### src/hdl/rv_core_pkg.sv
package rv_core_pkg;

    // Major opcodes recognised by the decoder.
    typedef enum logic [6:0] {
        op_reg    = 7'b0110011,
        op_imm    = 7'b0010011,
        op_lui    = 7'b0110111,
        op_jal    = 7'b1101111,
        op_system = 7'b1110011
    } opcode_e;

    typedef enum logic [2:0] {
        alu_add    = 3'd0,
        alu_sub    = 3'd1,
        alu_and    = 3'd2,
        alu_or     = 3'd3,
        alu_xor    = 3'd4,
        alu_pass_b = 3'd5
    } alu_op_e;

    // Selects the write-back source in the last stage.
    typedef enum logic [3:0] {
        ir_none = 4'd0,
        ir_alu  = 4'd1,
        ir_link = 4'd2,
        ir_csr  = 4'd3
    } ir_type_e;

    localparam logic [2:0] FUNCT3_ADD_SUB = 3'b000;
    localparam logic [2:0] FUNCT3_XOR     = 3'b100;
    localparam logic [2:0] FUNCT3_OR      = 3'b110;
    localparam logic [2:0] FUNCT3_AND     = 3'b111;
    localparam logic [2:0] FUNCT3_CSRRW   = 3'b001;

    localparam logic [6:0] FUNCT7_BASE = 7'b0000000;
    localparam logic [6:0] FUNCT7_SUB  = 7'b0100000;

    localparam logic [11:0] CSR_MSCRATCH = 12'h340;
    localparam logic [11:0] CSR_MTVEC    = 12'h305;

    // Pipeline register contents after reset form a bubble.
    localparam logic [31:0] DEFAULT_WORD     = 32'h0000_0000;
    localparam logic [4:0]  DEFAULT_REG      = 5'd0;
    localparam logic [11:0] DEFAULT_CSR_ADDR = 12'h000;
    localparam ir_type_e    DEFAULT_IR_TYPE  = ir_none;
    localparam logic        DEFAULT_WR_N     = 1'b1;

endpackage

### src/hdl/reg_file.sv
`timescale 1ns/1ps

module reg_file (
    input  logic        clk,
    input  logic        rst_n,
    input  logic [4:0]  rs1_idx,
    input  logic [4:0]  rs2_idx,
    input  logic        we,
    input  logic [4:0]  wr_idx,
    input  logic [31:0] wr_data,
    output logic [31:0] rs1_data,
    output logic [31:0] rs2_data
);

    logic [31:0] regs [32];

    always_ff @(posedge clk or negedge rst_n) begin
        if (!rst_n) begin
            for (int i = 0; i < 32; i++) begin
                regs[i] <= 32'h0000_0000;
            end
        end else if (we && (wr_idx != 5'd0)) begin
            regs[wr_idx] <= wr_data;
        end
    end

    // x0 is hardwired to zero.
    assign rs1_data = (rs1_idx == 5'd0) ? 32'h0000_0000 : regs[rs1_idx];
    assign rs2_data = (rs2_idx == 5'd0) ? 32'h0000_0000 : regs[rs2_idx];

endmodule

### src/hdl/csr_file.sv
`timescale 1ns/1ps

module csr_file import rv_core_pkg::*; (
    input  logic        clk,
    input  logic        rst_n,
    input  logic [11:0] raddr,
    input  logic        we,
    input  logic [11:0] waddr,
    input  logic [31:0] wdata,
    output logic [31:0] rdata
);

    logic [31:0] mscratch;
    logic [31:0] mtvec;

    always_ff @(posedge clk or negedge rst_n) begin
        if (!rst_n) begin
            mscratch <= 32'h0000_0000;
            mtvec    <= 32'h0000_0000;
        end else if (we) begin
            if (waddr == CSR_MSCRATCH) begin
                mscratch <= wdata;
            end
            if (waddr == CSR_MTVEC) begin
                mtvec <= wdata;
            end
        end
    end

    always_comb begin
        case (raddr)
            CSR_MSCRATCH: rdata = mscratch;
            CSR_MTVEC:    rdata = mtvec;
            default:      rdata = 32'h0000_0000;
        endcase
    end

endmodule

### src/hdl/decode_stage.sv
`timescale 1ns/1ps

module decode_stage import rv_core_pkg::*; (
    input  logic        clk,
    input  logic        rst_n,
    input  logic        interlock,
    input  logic        instr_valid,
    input  logic [31:0] instr,
    input  logic [31:0] pc,
    output logic [4:0]  rs1_idx,
    output logic [4:0]  rs2_idx,
    output logic [31:0] imm,
    output logic        use_imm,
    output alu_op_e     alu_op,
    output logic [31:0] dec_pc,
    output logic [4:0]  rd,
    output logic [11:0] csr_addr,
    output ir_type_e    ir_type,
    output logic        wr_reg_n,
    output logic        wr_csr_n
);

    opcode_e     opcode;
    logic [2:0]  funct3;
    logic [6:0]  funct7;
    logic [4:0]  rd_field;
    logic [31:0] imm_i;
    logic [31:0] imm_u;
    logic [31:0] imm_j;
    logic [31:0] nxt_imm;
    logic        nxt_use_imm;
    alu_op_e     nxt_alu_op;
    ir_type_e    nxt_type;
    logic        reg_we;
    logic        csr_we;
    logic        nxt_wr_reg_n;
    logic        nxt_wr_csr_n;

    assign opcode   = opcode_e'(instr[6:0]);
    assign funct3   = instr[14:12];
    assign funct7   = instr[31:25];
    assign rd_field = instr[11:7];

    assign imm_i = {{20{instr[31]}}, instr[31:20]};
    assign imm_u = {instr[31:12], 12'h000};
    assign imm_j = {{12{instr[31]}}, instr[19:12], instr[20], instr[30:21], 1'b0};

    always_comb begin
        nxt_imm     = imm_i;
        nxt_use_imm = 1'b0;
        nxt_alu_op  = alu_add;
        nxt_type    = ir_none;
        reg_we      = 1'b0;
        csr_we      = 1'b0;
        case (opcode)
            op_reg: begin
                nxt_type = ir_alu;
                reg_we   = 1'b1;
                case ({funct7, funct3})
                    {FUNCT7_BASE, FUNCT3_ADD_SUB}: nxt_alu_op = alu_add;
                    {FUNCT7_SUB, FUNCT3_ADD_SUB}:  nxt_alu_op = alu_sub;
                    {FUNCT7_BASE, FUNCT3_AND}:     nxt_alu_op = alu_and;
                    {FUNCT7_BASE, FUNCT3_OR}:      nxt_alu_op = alu_or;
                    {FUNCT7_BASE, FUNCT3_XOR}:     nxt_alu_op = alu_xor;
                    default:                       reg_we = 1'b0;
                endcase
            end
            op_imm: begin
                nxt_type    = ir_alu;
                nxt_use_imm = 1'b1;
                reg_we      = (funct3 == FUNCT3_ADD_SUB);
            end
            op_lui: begin
                nxt_type    = ir_alu;
                nxt_imm     = imm_u;
                nxt_use_imm = 1'b1;
                nxt_alu_op  = alu_pass_b;
                reg_we      = 1'b1;
            end
            op_jal: begin
                nxt_type = ir_link;
                nxt_imm  = imm_j;
                reg_we   = 1'b1;
            end
            op_system: begin
                nxt_type = ir_csr;
                reg_we   = (funct3 == FUNCT3_CSRRW);
                csr_we   = (funct3 == FUNCT3_CSRRW);
            end
            default: nxt_type = ir_none;
        endcase
    end

    // A write to x0 never reaches the register file.
    assign nxt_wr_reg_n = !(instr_valid && reg_we && (rd_field != 5'd0));
    assign nxt_wr_csr_n = !(instr_valid && csr_we);

    always_ff @(posedge clk or negedge rst_n) begin
        if (!rst_n) begin
            rs1_idx  <= DEFAULT_REG;
            rs2_idx  <= DEFAULT_REG;
            imm      <= DEFAULT_WORD;
            use_imm  <= 1'b0;
            alu_op   <= alu_add;
            dec_pc   <= DEFAULT_WORD;
            rd       <= DEFAULT_REG;
            csr_addr <= DEFAULT_CSR_ADDR;
            ir_type  <= DEFAULT_IR_TYPE;
            wr_reg_n <= DEFAULT_WR_N;
            wr_csr_n <= DEFAULT_WR_N;
        end else if (!interlock) begin
            rs1_idx  <= instr[19:15];
            rs2_idx  <= instr[24:20];
            imm      <= nxt_imm;
            use_imm  <= nxt_use_imm;
            alu_op   <= nxt_alu_op;
            dec_pc   <= pc;
            rd       <= rd_field;
            csr_addr <= instr[31:20];
            ir_type  <= (nxt_wr_reg_n && nxt_wr_csr_n) ? ir_none : nxt_type;
            wr_reg_n <= nxt_wr_reg_n;
            wr_csr_n <= nxt_wr_csr_n;
        end
    end

endmodule

### src/hdl/execute_stage.sv
`timescale 1ns/1ps

module execute_stage import rv_core_pkg::*; (
    input  logic [4:0]  rs1_idx,
    input  logic [4:0]  rs2_idx,
    input  logic [31:0] imm,
    input  logic        use_imm,
    input  alu_op_e     alu_op,
    input  logic [31:0] dec_pc,
    input  logic [4:0]  rd,
    input  logic [11:0] csr_addr,
    input  ir_type_e    ir_type,
    input  logic        wr_reg_n,
    input  logic        wr_csr_n,
    input  logic [31:0] rf_rs1_data,
    input  logic [31:0] rf_rs2_data,
    input  logic [31:0] csr_rdata,
    input  logic [4:0]  fwd_rd,
    input  logic        fwd_wr_reg_n,
    input  logic [31:0] fwd_data,
    input  logic [11:0] fwd_csr_addr,
    input  logic        fwd_wr_csr_n,
    input  logic [31:0] fwd_csr_data,
    output logic [31:0] pc4_in,
    output logic [31:0] c_in,
    output logic [31:0] d_in,
    output logic [31:0] z_in,
    output logic [4:0]  rd_in,
    output logic [11:0] csr_addr_in,
    output ir_type_e    ir_type_in,
    output logic        wr_reg_n_in,
    output logic        wr_csr_n_in
);

    logic        fwd_rs1;
    logic        fwd_rs2;
    logic        fwd_csr;
    logic        csr_known;
    logic [31:0] op_a;
    logic [31:0] rs2_val;
    logic [31:0] op_b;

    // The mem_wb entry has not been written to the files yet.
    assign fwd_rs1 = !fwd_wr_reg_n && (fwd_rd == rs1_idx) && (rs1_idx != 5'd0);
    assign fwd_rs2 = !fwd_wr_reg_n && (fwd_rd == rs2_idx) && (rs2_idx != 5'd0);

    // Unknown CSRs drop writes, so a pending write to one must not be forwarded.
    assign csr_known = (csr_addr == CSR_MSCRATCH) || (csr_addr == CSR_MTVEC);
    assign fwd_csr   = !fwd_wr_csr_n && (fwd_csr_addr == csr_addr) && csr_known;

    assign op_a    = fwd_rs1 ? fwd_data : rf_rs1_data;
    assign rs2_val = fwd_rs2 ? fwd_data : rf_rs2_data;
    assign op_b    = use_imm ? imm : rs2_val;

    always_comb begin
        case (alu_op)
            alu_add:    c_in = op_a + op_b;
            alu_sub:    c_in = op_a - op_b;
            alu_and:    c_in = op_a & op_b;
            alu_or:     c_in = op_a | op_b;
            alu_xor:    c_in = op_a ^ op_b;
            alu_pass_b: c_in = op_b;
            default:    c_in = op_a + op_b;
        endcase
    end

    assign pc4_in = dec_pc + 32'd4;
    assign d_in   = fwd_csr ? fwd_csr_data : csr_rdata;
    assign z_in   = op_a;

    assign rd_in       = rd;
    assign csr_addr_in = csr_addr;
    assign ir_type_in  = ir_type;
    assign wr_reg_n_in = wr_reg_n;
    assign wr_csr_n_in = wr_csr_n;

endmodule

### src/hdl/mem_wb_regs.sv
`timescale 1ns/1ps

module mem_wb_regs import rv_core_pkg::*; (
    input  logic        clk,
    input  logic        rst_n,
    input  logic        interlock,
    input  logic [31:0] pc4_in,
    input  logic [31:0] c_in,
    input  logic [31:0] d_in,
    input  logic [31:0] z_in,
    input  logic [4:0]  rd_in,
    input  logic [11:0] csr_addr_in,
    input  ir_type_e    ir_type_in,
    input  logic        wr_reg_n_in,
    input  logic        wr_csr_n_in,
    output logic [31:0] pc4_out,
    output logic [31:0] c_out,
    output logic [31:0] d_out,
    output logic [31:0] z_out,
    output logic [4:0]  rd_out,
    output logic [11:0] csr_addr_out,
    output ir_type_e    ir_type_out,
    output logic        wr_reg_n_out,
    output logic        wr_csr_n_out
);

    // The entry stays put while interlock is high.
    always_ff @(posedge clk or negedge rst_n) begin
        if (!rst_n) begin
            pc4_out      <= DEFAULT_WORD;
            c_out        <= DEFAULT_WORD;
            d_out        <= DEFAULT_WORD;
            z_out        <= DEFAULT_WORD;
            rd_out       <= DEFAULT_REG;
            csr_addr_out <= DEFAULT_CSR_ADDR;
            ir_type_out  <= DEFAULT_IR_TYPE;
            wr_reg_n_out <= DEFAULT_WR_N;
            wr_csr_n_out <= DEFAULT_WR_N;
        end else if (!interlock) begin
            pc4_out      <= pc4_in;
            c_out        <= c_in;
            d_out        <= d_in;
            z_out        <= z_in;
            rd_out       <= rd_in;
            csr_addr_out <= csr_addr_in;
            ir_type_out  <= ir_type_in;
            wr_reg_n_out <= wr_reg_n_in;
            wr_csr_n_out <= wr_csr_n_in;
        end
    end

endmodule

### src/hdl/writeback_stage.sv
`timescale 1ns/1ps

module writeback_stage import rv_core_pkg::*; (
    input  logic        clk,
    input  logic        rst_n,
    input  logic        interlock,
    input  logic [31:0] pc4,
    input  logic [31:0] c,
    input  logic [31:0] d,
    input  logic [31:0] z,
    input  logic [4:0]  rd,
    input  logic [11:0] csr_addr,
    input  ir_type_e    ir_type,
    input  logic        wr_reg_n,
    input  logic        wr_csr_n,
    input  logic [4:0]  rs1_idx,
    input  logic [4:0]  rs2_idx,
    input  logic [11:0] csr_raddr,
    output logic [31:0] rs1_data,
    output logic [31:0] rs2_data,
    output logic [31:0] csr_rdata,
    output logic [31:0] wb_data_fwd,
    output logic        wb_valid,
    output logic [4:0]  wb_rd,
    output logic [31:0] wb_data
);

    logic [31:0] wb_sel;
    logic        reg_we;
    logic        csr_we;

    always_comb begin
        case (ir_type)
            ir_alu:  wb_sel = c;
            ir_link: wb_sel = pc4;
            ir_csr:  wb_sel = d;
            default: wb_sel = 32'h0000_0000;
        endcase
    end

    // A held entry is written once, on the edge after interlock drops.
    assign reg_we = !wr_reg_n && !interlock;
    assign csr_we = !wr_csr_n && !interlock;

    reg_file u_reg_file (
        .clk      (clk),
        .rst_n    (rst_n),
        .rs1_idx  (rs1_idx),
        .rs2_idx  (rs2_idx),
        .we       (reg_we),
        .wr_idx   (rd),
        .wr_data  (wb_sel),
        .rs1_data (rs1_data),
        .rs2_data (rs2_data)
    );

    csr_file u_csr_file (
        .clk   (clk),
        .rst_n (rst_n),
        .raddr (csr_raddr),
        .we    (csr_we),
        .waddr (csr_addr),
        .wdata (z),
        .rdata (csr_rdata)
    );

    assign wb_data_fwd = wb_sel;
    assign wb_valid    = reg_we;
    assign wb_rd       = rd;
    assign wb_data     = wb_sel;

endmodule

### src/hdl/rv_pipe_top.sv
`timescale 1ns/1ps

module rv_pipe_top import rv_core_pkg::*; (
    input  logic        clk,
    input  logic        rst_n,
    input  logic        interlock,
    input  logic        instr_valid,
    input  logic [31:0] instr,
    input  logic [31:0] pc,
    output logic        wb_valid,
    output logic [4:0]  wb_rd,
    output logic [31:0] wb_data
);

    logic [4:0]  rs1_idx;
    logic [4:0]  rs2_idx;
    logic [31:0] imm;
    logic        use_imm;
    alu_op_e     alu_op;
    logic [31:0] dec_pc;
    logic [4:0]  dec_rd;
    logic [11:0] dec_csr_addr;
    ir_type_e    dec_ir_type;
    logic        dec_wr_reg_n;
    logic        dec_wr_csr_n;

    logic [31:0] pc4_in;
    logic [31:0] c_in;
    logic [31:0] d_in;
    logic [31:0] z_in;
    logic [4:0]  rd_in;
    logic [11:0] csr_addr_in;
    ir_type_e    ir_type_in;
    logic        wr_reg_n_in;
    logic        wr_csr_n_in;

    logic [31:0] pc4_out;
    logic [31:0] c_out;
    logic [31:0] d_out;
    logic [31:0] z_out;
    logic [4:0]  rd_out;
    logic [11:0] csr_addr_out;
    ir_type_e    ir_type_out;
    logic        wr_reg_n_out;
    logic        wr_csr_n_out;

    logic [31:0] rf_rs1_data;
    logic [31:0] rf_rs2_data;
    logic [31:0] csr_rdata;
    logic [31:0] wb_data_fwd;

    decode_stage u_decode (
        .clk         (clk),
        .rst_n       (rst_n),
        .interlock   (interlock),
        .instr_valid (instr_valid),
        .instr       (instr),
        .pc          (pc),
        .rs1_idx     (rs1_idx),
        .rs2_idx     (rs2_idx),
        .imm         (imm),
        .use_imm     (use_imm),
        .alu_op      (alu_op),
        .dec_pc      (dec_pc),
        .rd          (dec_rd),
        .csr_addr    (dec_csr_addr),
        .ir_type     (dec_ir_type),
        .wr_reg_n    (dec_wr_reg_n),
        .wr_csr_n    (dec_wr_csr_n)
    );

    execute_stage u_execute (
        .rs1_idx      (rs1_idx),
        .rs2_idx      (rs2_idx),
        .imm          (imm),
        .use_imm      (use_imm),
        .alu_op       (alu_op),
        .dec_pc       (dec_pc),
        .rd           (dec_rd),
        .csr_addr     (dec_csr_addr),
        .ir_type      (dec_ir_type),
        .wr_reg_n     (dec_wr_reg_n),
        .wr_csr_n     (dec_wr_csr_n),
        .rf_rs1_data  (rf_rs1_data),
        .rf_rs2_data  (rf_rs2_data),
        .csr_rdata    (csr_rdata),
        .fwd_rd       (rd_out),
        .fwd_wr_reg_n (wr_reg_n_out),
        .fwd_data     (wb_data_fwd),
        .fwd_csr_addr (csr_addr_out),
        .fwd_wr_csr_n (wr_csr_n_out),
        .fwd_csr_data (z_out),
        .pc4_in       (pc4_in),
        .c_in         (c_in),
        .d_in         (d_in),
        .z_in         (z_in),
        .rd_in        (rd_in),
        .csr_addr_in  (csr_addr_in),
        .ir_type_in   (ir_type_in),
        .wr_reg_n_in  (wr_reg_n_in),
        .wr_csr_n_in  (wr_csr_n_in)
    );

    mem_wb_regs u_mem_wb (
        .clk          (clk),
        .rst_n        (rst_n),
        .interlock    (interlock),
        .pc4_in       (pc4_in),
        .c_in         (c_in),
        .d_in         (d_in),
        .z_in         (z_in),
        .rd_in        (rd_in),
        .csr_addr_in  (csr_addr_in),
        .ir_type_in   (ir_type_in),
        .wr_reg_n_in  (wr_reg_n_in),
        .wr_csr_n_in  (wr_csr_n_in),
        .pc4_out      (pc4_out),
        .c_out        (c_out),
        .d_out        (d_out),
        .z_out        (z_out),
        .rd_out       (rd_out),
        .csr_addr_out (csr_addr_out),
        .ir_type_out  (ir_type_out),
        .wr_reg_n_out (wr_reg_n_out),
        .wr_csr_n_out (wr_csr_n_out)
    );

    writeback_stage u_writeback (
        .clk         (clk),
        .rst_n       (rst_n),
        .interlock   (interlock),
        .pc4         (pc4_out),
        .c           (c_out),
        .d           (d_out),
        .z           (z_out),
        .rd          (rd_out),
        .csr_addr    (csr_addr_out),
        .ir_type     (ir_type_out),
        .wr_reg_n    (wr_reg_n_out),
        .wr_csr_n    (wr_csr_n_out),
        .rs1_idx     (rs1_idx),
        .rs2_idx     (rs2_idx),
        .csr_raddr   (dec_csr_addr),
        .rs1_data    (rf_rs1_data),
        .rs2_data    (rf_rs2_data),
        .csr_rdata   (csr_rdata),
        .wb_data_fwd (wb_data_fwd),
        .wb_valid    (wb_valid),
        .wb_rd       (wb_rd),
        .wb_data     (wb_data)
    );

endmodule

### config.mk
export PLATFORM = sky130hd
export DESIGN_NAME = rv_pipe_top
export DESIGN_NICKNAME = d
export VERILOG_FILES = /design/src/hdl/rv_core_pkg.sv /design/src/hdl/reg_file.sv /design/src/hdl/csr_file.sv /design/src/hdl/decode_stage.sv /design/src/hdl/execute_stage.sv /design/src/hdl/mem_wb_regs.sv /design/src/hdl/writeback_stage.sv /design/src/hdl/rv_pipe_top.sv
export SDC_FILE = /design/constraint.sdc
export NUM_CORES = 2
export LEC_CHECK = 0
export BUFFER_PORTS_ARGS = -buffer_cell sky130_fd_sc_hd__buf_2
export CORE_MARGIN = 8
export CORE_UTILIZATION = 50
export CTS_BUF_LIST = sky130_fd_sc_hd__clkbuf_4 sky130_fd_sc_hd__clkbuf_8
export DETAILED_ROUTE_END_ITERATION = 7
export HOLD_SLACK_MARGIN = 0.08
export PLACE_DENSITY = 0.71
export SLEW_MARGIN = 20
export SYNTH_ARGS = -nofsm -noshare
export SYNTH_HDL_FRONTEND = slang
export SYNTH_SLANG_ARGS = --single-unit
### constraint.sdc
create_clock -name clk -period 7.18 [get_ports clk]
set_clock_uncertainty 0.2 [all_clocks]
set_input_delay 1.436 -clock clk [delete_from_list [all_inputs] [get_ports clk]]
set_output_delay 1.436 -clock clk [all_outputs]
set_load 0.005 [all_outputs]
==> summary.txt <==
Global route
  • GR Util All Layers: 29.81%
  • First-pass GRT wire length: 346800 um
  • Vias in the first global route: 54441
  • Remaining Overflow, GRT: 0
  • Initial antenna violation count: 10
  • Pin count of the biggest net entering global routing: 175

Clock network
  • CTS buffer count: 215
  • Clock root buffer master: clkbuf_8
  • CTS tree: built
  • Clk_lat worst skew: 990 ps
  • Max clock buf depth: 3
  • H-tree Lvls: 4
  • CTS clk-pin slew, worst paths: 60 ps
  • Clock tree sinks: 1330

Power
  • Seq pwr share: 45.2%
  • Clk pwr share: 41.3%
  • Logic pwr share: 13.4%
  • Internal: 12.74 mW
  • Leakage: 33.83 nW
  • Switching power: 4.881 mW
  • Worst VDD drop: 0.0002315 V
  • Sw Share: 27.70%
  • Power Dens Cells: 224.4 nW/um^2

Setup path
  • Critical path startpoint: u_decode.csr_addr[1]$_DFFE_PN0N_
  • Startpoint class of the critical path: register
  • Critical-path top delay cell: dfrtp_4
  • Worst path top cell family by delay: compound AO/OA/AOI/OAI gates
  • Cell Chain, Critical Path: buf_12 -> mux4_2 -> and2_1 -> a211oi_1 -> or4_1 -> o211ai_1 -> o21ai_0 -> nand4b_2 -> o41ai_1 -> xnor2_1 -> ha_1 -> nand4_1 -> nor2_1 -> nand3_1 -> a21oi_1 -> o21ai_0 -> a2111oi_0 -> buf_4 -> nor2_1 -> o21ai_0 -> a21oi_1 -> or3_1
  • Worst Path Required: 7780 ps
  • Worst endpoint data arrival time: 7380 ps
  • Crit end category: register
  • R2r startpoint: u_decode.csr_addr[1]$_DFFE_PN0N_
  • Flop2flop setup slack: 400 ps
  • Crit-path most repeated cell: o21ai_0
  • Reg2Reg Capture Point: u_mem_wb.c_out[29]$_DFFE_PN0N_
  • CP Buf/Inv Count: 2
  • Max FO, Critical Path: 67
  • Crit Path Category: register to register
  • Slowest stage delay, CP: 700 ps
  • R2R cell count: 22

Timing
  • Slew Limit Fails: 0
  • Final hold viol count: 0
  • Worst-margin pin slew: 1191 ps
  • Fmax: 147.4 MHz
  • Crit share post-route: 94.50%
  • Setup TNS: 0 ps
  • Slew headroom: 19.77%
  • Unrepaired setup endpoints after global routing: no
  • Setup violators final: 0
  • Final worst path period need: 6785 ps

Synthesis
  • Post-synth cell types: 99
  • Simple-Gate Fraction of Synth Area: 9.868%
  • Main combinational cell family by area after synthesis: multiplexers
  • Compound-Gate Fraction of Synth Area: 12.94%
  • Synth Net Count: 6629
  • Syn. warnings: 0
  • Syn Inst Count: 6463
  • Synth Flop Type: dfrtp_1
  • Area of the mapped netlist: 70940 sq um
  • Synthesized area per cell: 10.98 sq um
  • Post-synth EDFFs: 0
  • Post-synthesis xor/xnor area fraction: 1.173%
  • FFs w/ async S/R, synth: 100.0%
  • Register area share after synthesis: 46.92%
  • Post-Synth Adder-Cell Area: 1.739%
  • #FFs+latches synth: 1330
  • Mux contribution to synthesized area: 22.95%

Die
  • Initial core utilization: 50.23%
  • Die Ht: 392.7 um
  • Row count: 138
  • Core area: 141200 sq um
  • Total I/O pin count: 106
  • Area of the die: 154200 sq um
  • Die W: 392.7 um

Hold path
  • WHS Path Cells: 0
  • Hold wc startpoint: u_writeback.u_reg_file.regs[992]$_DFFE_PN0P_
  • Hold Crit Endpoint: u_writeback.u_reg_file.regs[992]$_DFFE_PN0P_
  • Min-Delay Path Class: register to register

Route
  • DRC viols: 0
  • DR pass1 iterations: 6
  • Starting DRT DRC Count: 6834
  • WL/cell: 27.30 um
  • Via count: 54895
  • Vias/cell: 6.491
  • Routed WL: 230900 um
  • Post-DRT Antenna Nets: 0

Place
  • Placer congestion estimate: 0.9351
  • Placed insts: 8059
  • Hpwl dp: 144000 um
  • Port bufs: 105

Finish
  • Final #Nets: 6557
  • Area of the multi-input gates: 34970 sq um
  • Syn-to-layout area delta: 10.72%
  • FILL cells: 11781
  • Share of cells above drive strength 1: 24.77%
  • Non-Filler Instances: 8457
  • Sequential Area: 33320 sq um

Job
  • Max cap viols: 0

Status
  • Outcome: complete, no violations
==> flip-flops by register name, indices dropped and copies added (netlist names), 2 cells and up <==
signal	cells
u_mem_wb.z_out	32
u_mem_wb.pc4_out	32
u_decode.rd	5
u_decode.imm	31
u_decode.csr_addr	12
u_mem_wb.csr_addr_out	12
u_decode.dec_pc	32
u_mem_wb.ir_type_out	2
u_writeback.u_reg_file.regs	1024
u_mem_wb.c_out	32
u_decode.ir_type	2
u_mem_wb.rd_out	5
u_writeback.u_csr_file.mscratch	32
u_decode.alu_op	3
u_mem_wb.d_out	32
u_writeback.u_csr_file.mtvec	32
u_decode.rs1_idx	5
==> worst register-to-register path, stage by stage (launching register included) <==
cell,delay (ps)
dfrtp_4,700
buf_12,460
mux4_2,440
and2_1,160
a211oi_1,220
or4_1,340
o211ai_1,220
o21ai_0,430
nand4b_2,290
o41ai_1,480
xnor2_1,110
ha_1,400
nand4_1,170
nor2_1,200
nand3_1,100
a21oi_1,180
o21ai_0,200
a2111oi_0,410
buf_4,190
nor2_1,60
o21ai_0,190
a21oi_1,90
or3_1,370
==> how the worst max path moves through the flow <==
stage,endpoint,cells past startpoint,slack [ps]
6_report,u_mem_wb.c_out[29]$_DFFE_PN0N_,22,400
5_1_grt,u_mem_wb.c_out[30]$_DFFE_PN0N_,20,40
4_1_cts,u_mem_wb.c_out[29]$_DFFE_PN0N_,22,420
3_5_place_dp,u_mem_wb.c_out[29]$_DFFE_PN0N_,22,490
3_3_place_gp,u_mem_wb.c_out[29]$_DFFE_PN0N_,25,510
2_1_floorplan,u_mem_wb.c_out[29]$_DFFE_PN0N_,20,1190
==> what timing repair did <==
| item | 4_1_cts | 5_1_grt |
|---|---|---|
| resized for setup | 0 | 1 |
| hold buffers | 0 | 0 |
| setup buffers | 0 | 4 |
| endpoints found under the setup margin | 0 | 3 |
==> Yosys cell counts, types with 44 or more instances <==
master    instances  share of area, %
dfrtp_1        1326                47
nand2_1         955               5.1
o21ai_0         812               5.7
mux4_2          574                18
clkbuf_1        490               2.6
nor2_1          448               2.4
a21oi_1         436               3.1
mux2_2          201               3.2
inv_1           127              0.67
mux2i_1         104               1.5
ha_1             97               1.7
nor2b_1          58              0.51
o22ai_1          56              0.49
buf_1            55              0.29
a22oi_1          53              0.56
xnor2_1          51              0.63
buf_2            48              0.34
nand3_1          48              0.34
nor3_1           45              0.32
o31ai_1          44              0.47
xor2_1           44              0.54
==> stage by stage <==
step           utilization (%)  setup WS, ps  power (mW)  hold WS [ps]  instance area [sq um]
2_1_floorplan                -          1188       9.540         224.6                  70940
3_3_place_gp             52.13         507.1       10.37         162.6                  73630
3_5_place_dp             52.14         488.8       10.42         164.5                  73650
4_1_cts                  55.54         416.1       17.65         187.5                  78450
5_1_grt                  55.61         36.10       18.21         208.7                  78540
6_report                 55.61         395.2       17.62         186.7                  78550
==> power by group through the flow <==
stage          logic [mW]  registers [mW]  clock network, mW
4_1_cts              2.33            7.97               7.35
3_5_place_dp         2.32            8.10                  0
3_3_place_gp         2.28            8.09                  0
6_report             2.37            7.97               7.28
2_1_floorplan        1.57            7.97                  0
5_1_grt              2.54            7.99               7.68
==> cell type report <==
cell class	instances	area share, %
Clock inverter	48	0.6579
Tap cell	1890	3.011
Sequential cell	1330	42.42
Antenna cell	7	0.02230
Clock buffer	338	5.452
Timing Repair Buffer	334	3.281
Multi-Input combinational cell	4377	44.52
Inverter	133	0.6371
==> cells by family after synthesis <==
family	Yosys count
flops	1330
buf+inv	756
fa+ha+maj	98
compound gates	1621
simple gates	1682
xor+xnor	95
mux	881
==> per-layer routing <==
metal / routed length [um] / GRT usage [%] / vias up
met5: 13 / 0 / -
met4: 12320 / 13.99 / 2
met3: 32090 / 10.99 / 729
met2: 101000 / 43.61 / 3441
met1: 85500 / 39.62 / 27499
li1: - / - / 23224
==> layout by cell type, fill, tap and decap left out, drive strengths merged, types with 44 or more instances in the layout <==
master	n
o21ai	816
xor2	44
clkbuf	338
ha	97
o31ai	44
xnor2	51
buf	334
dfrtp	1326
mux2i	104
nand2	956
inv	138
nand3	49
nor3	46
o22ai	57
mux4	576
nor2b	58
a22oi	53
nor2	449
a21oi	438
mux2	201
No activity file was read; power rests on OpenSTA's default activity.
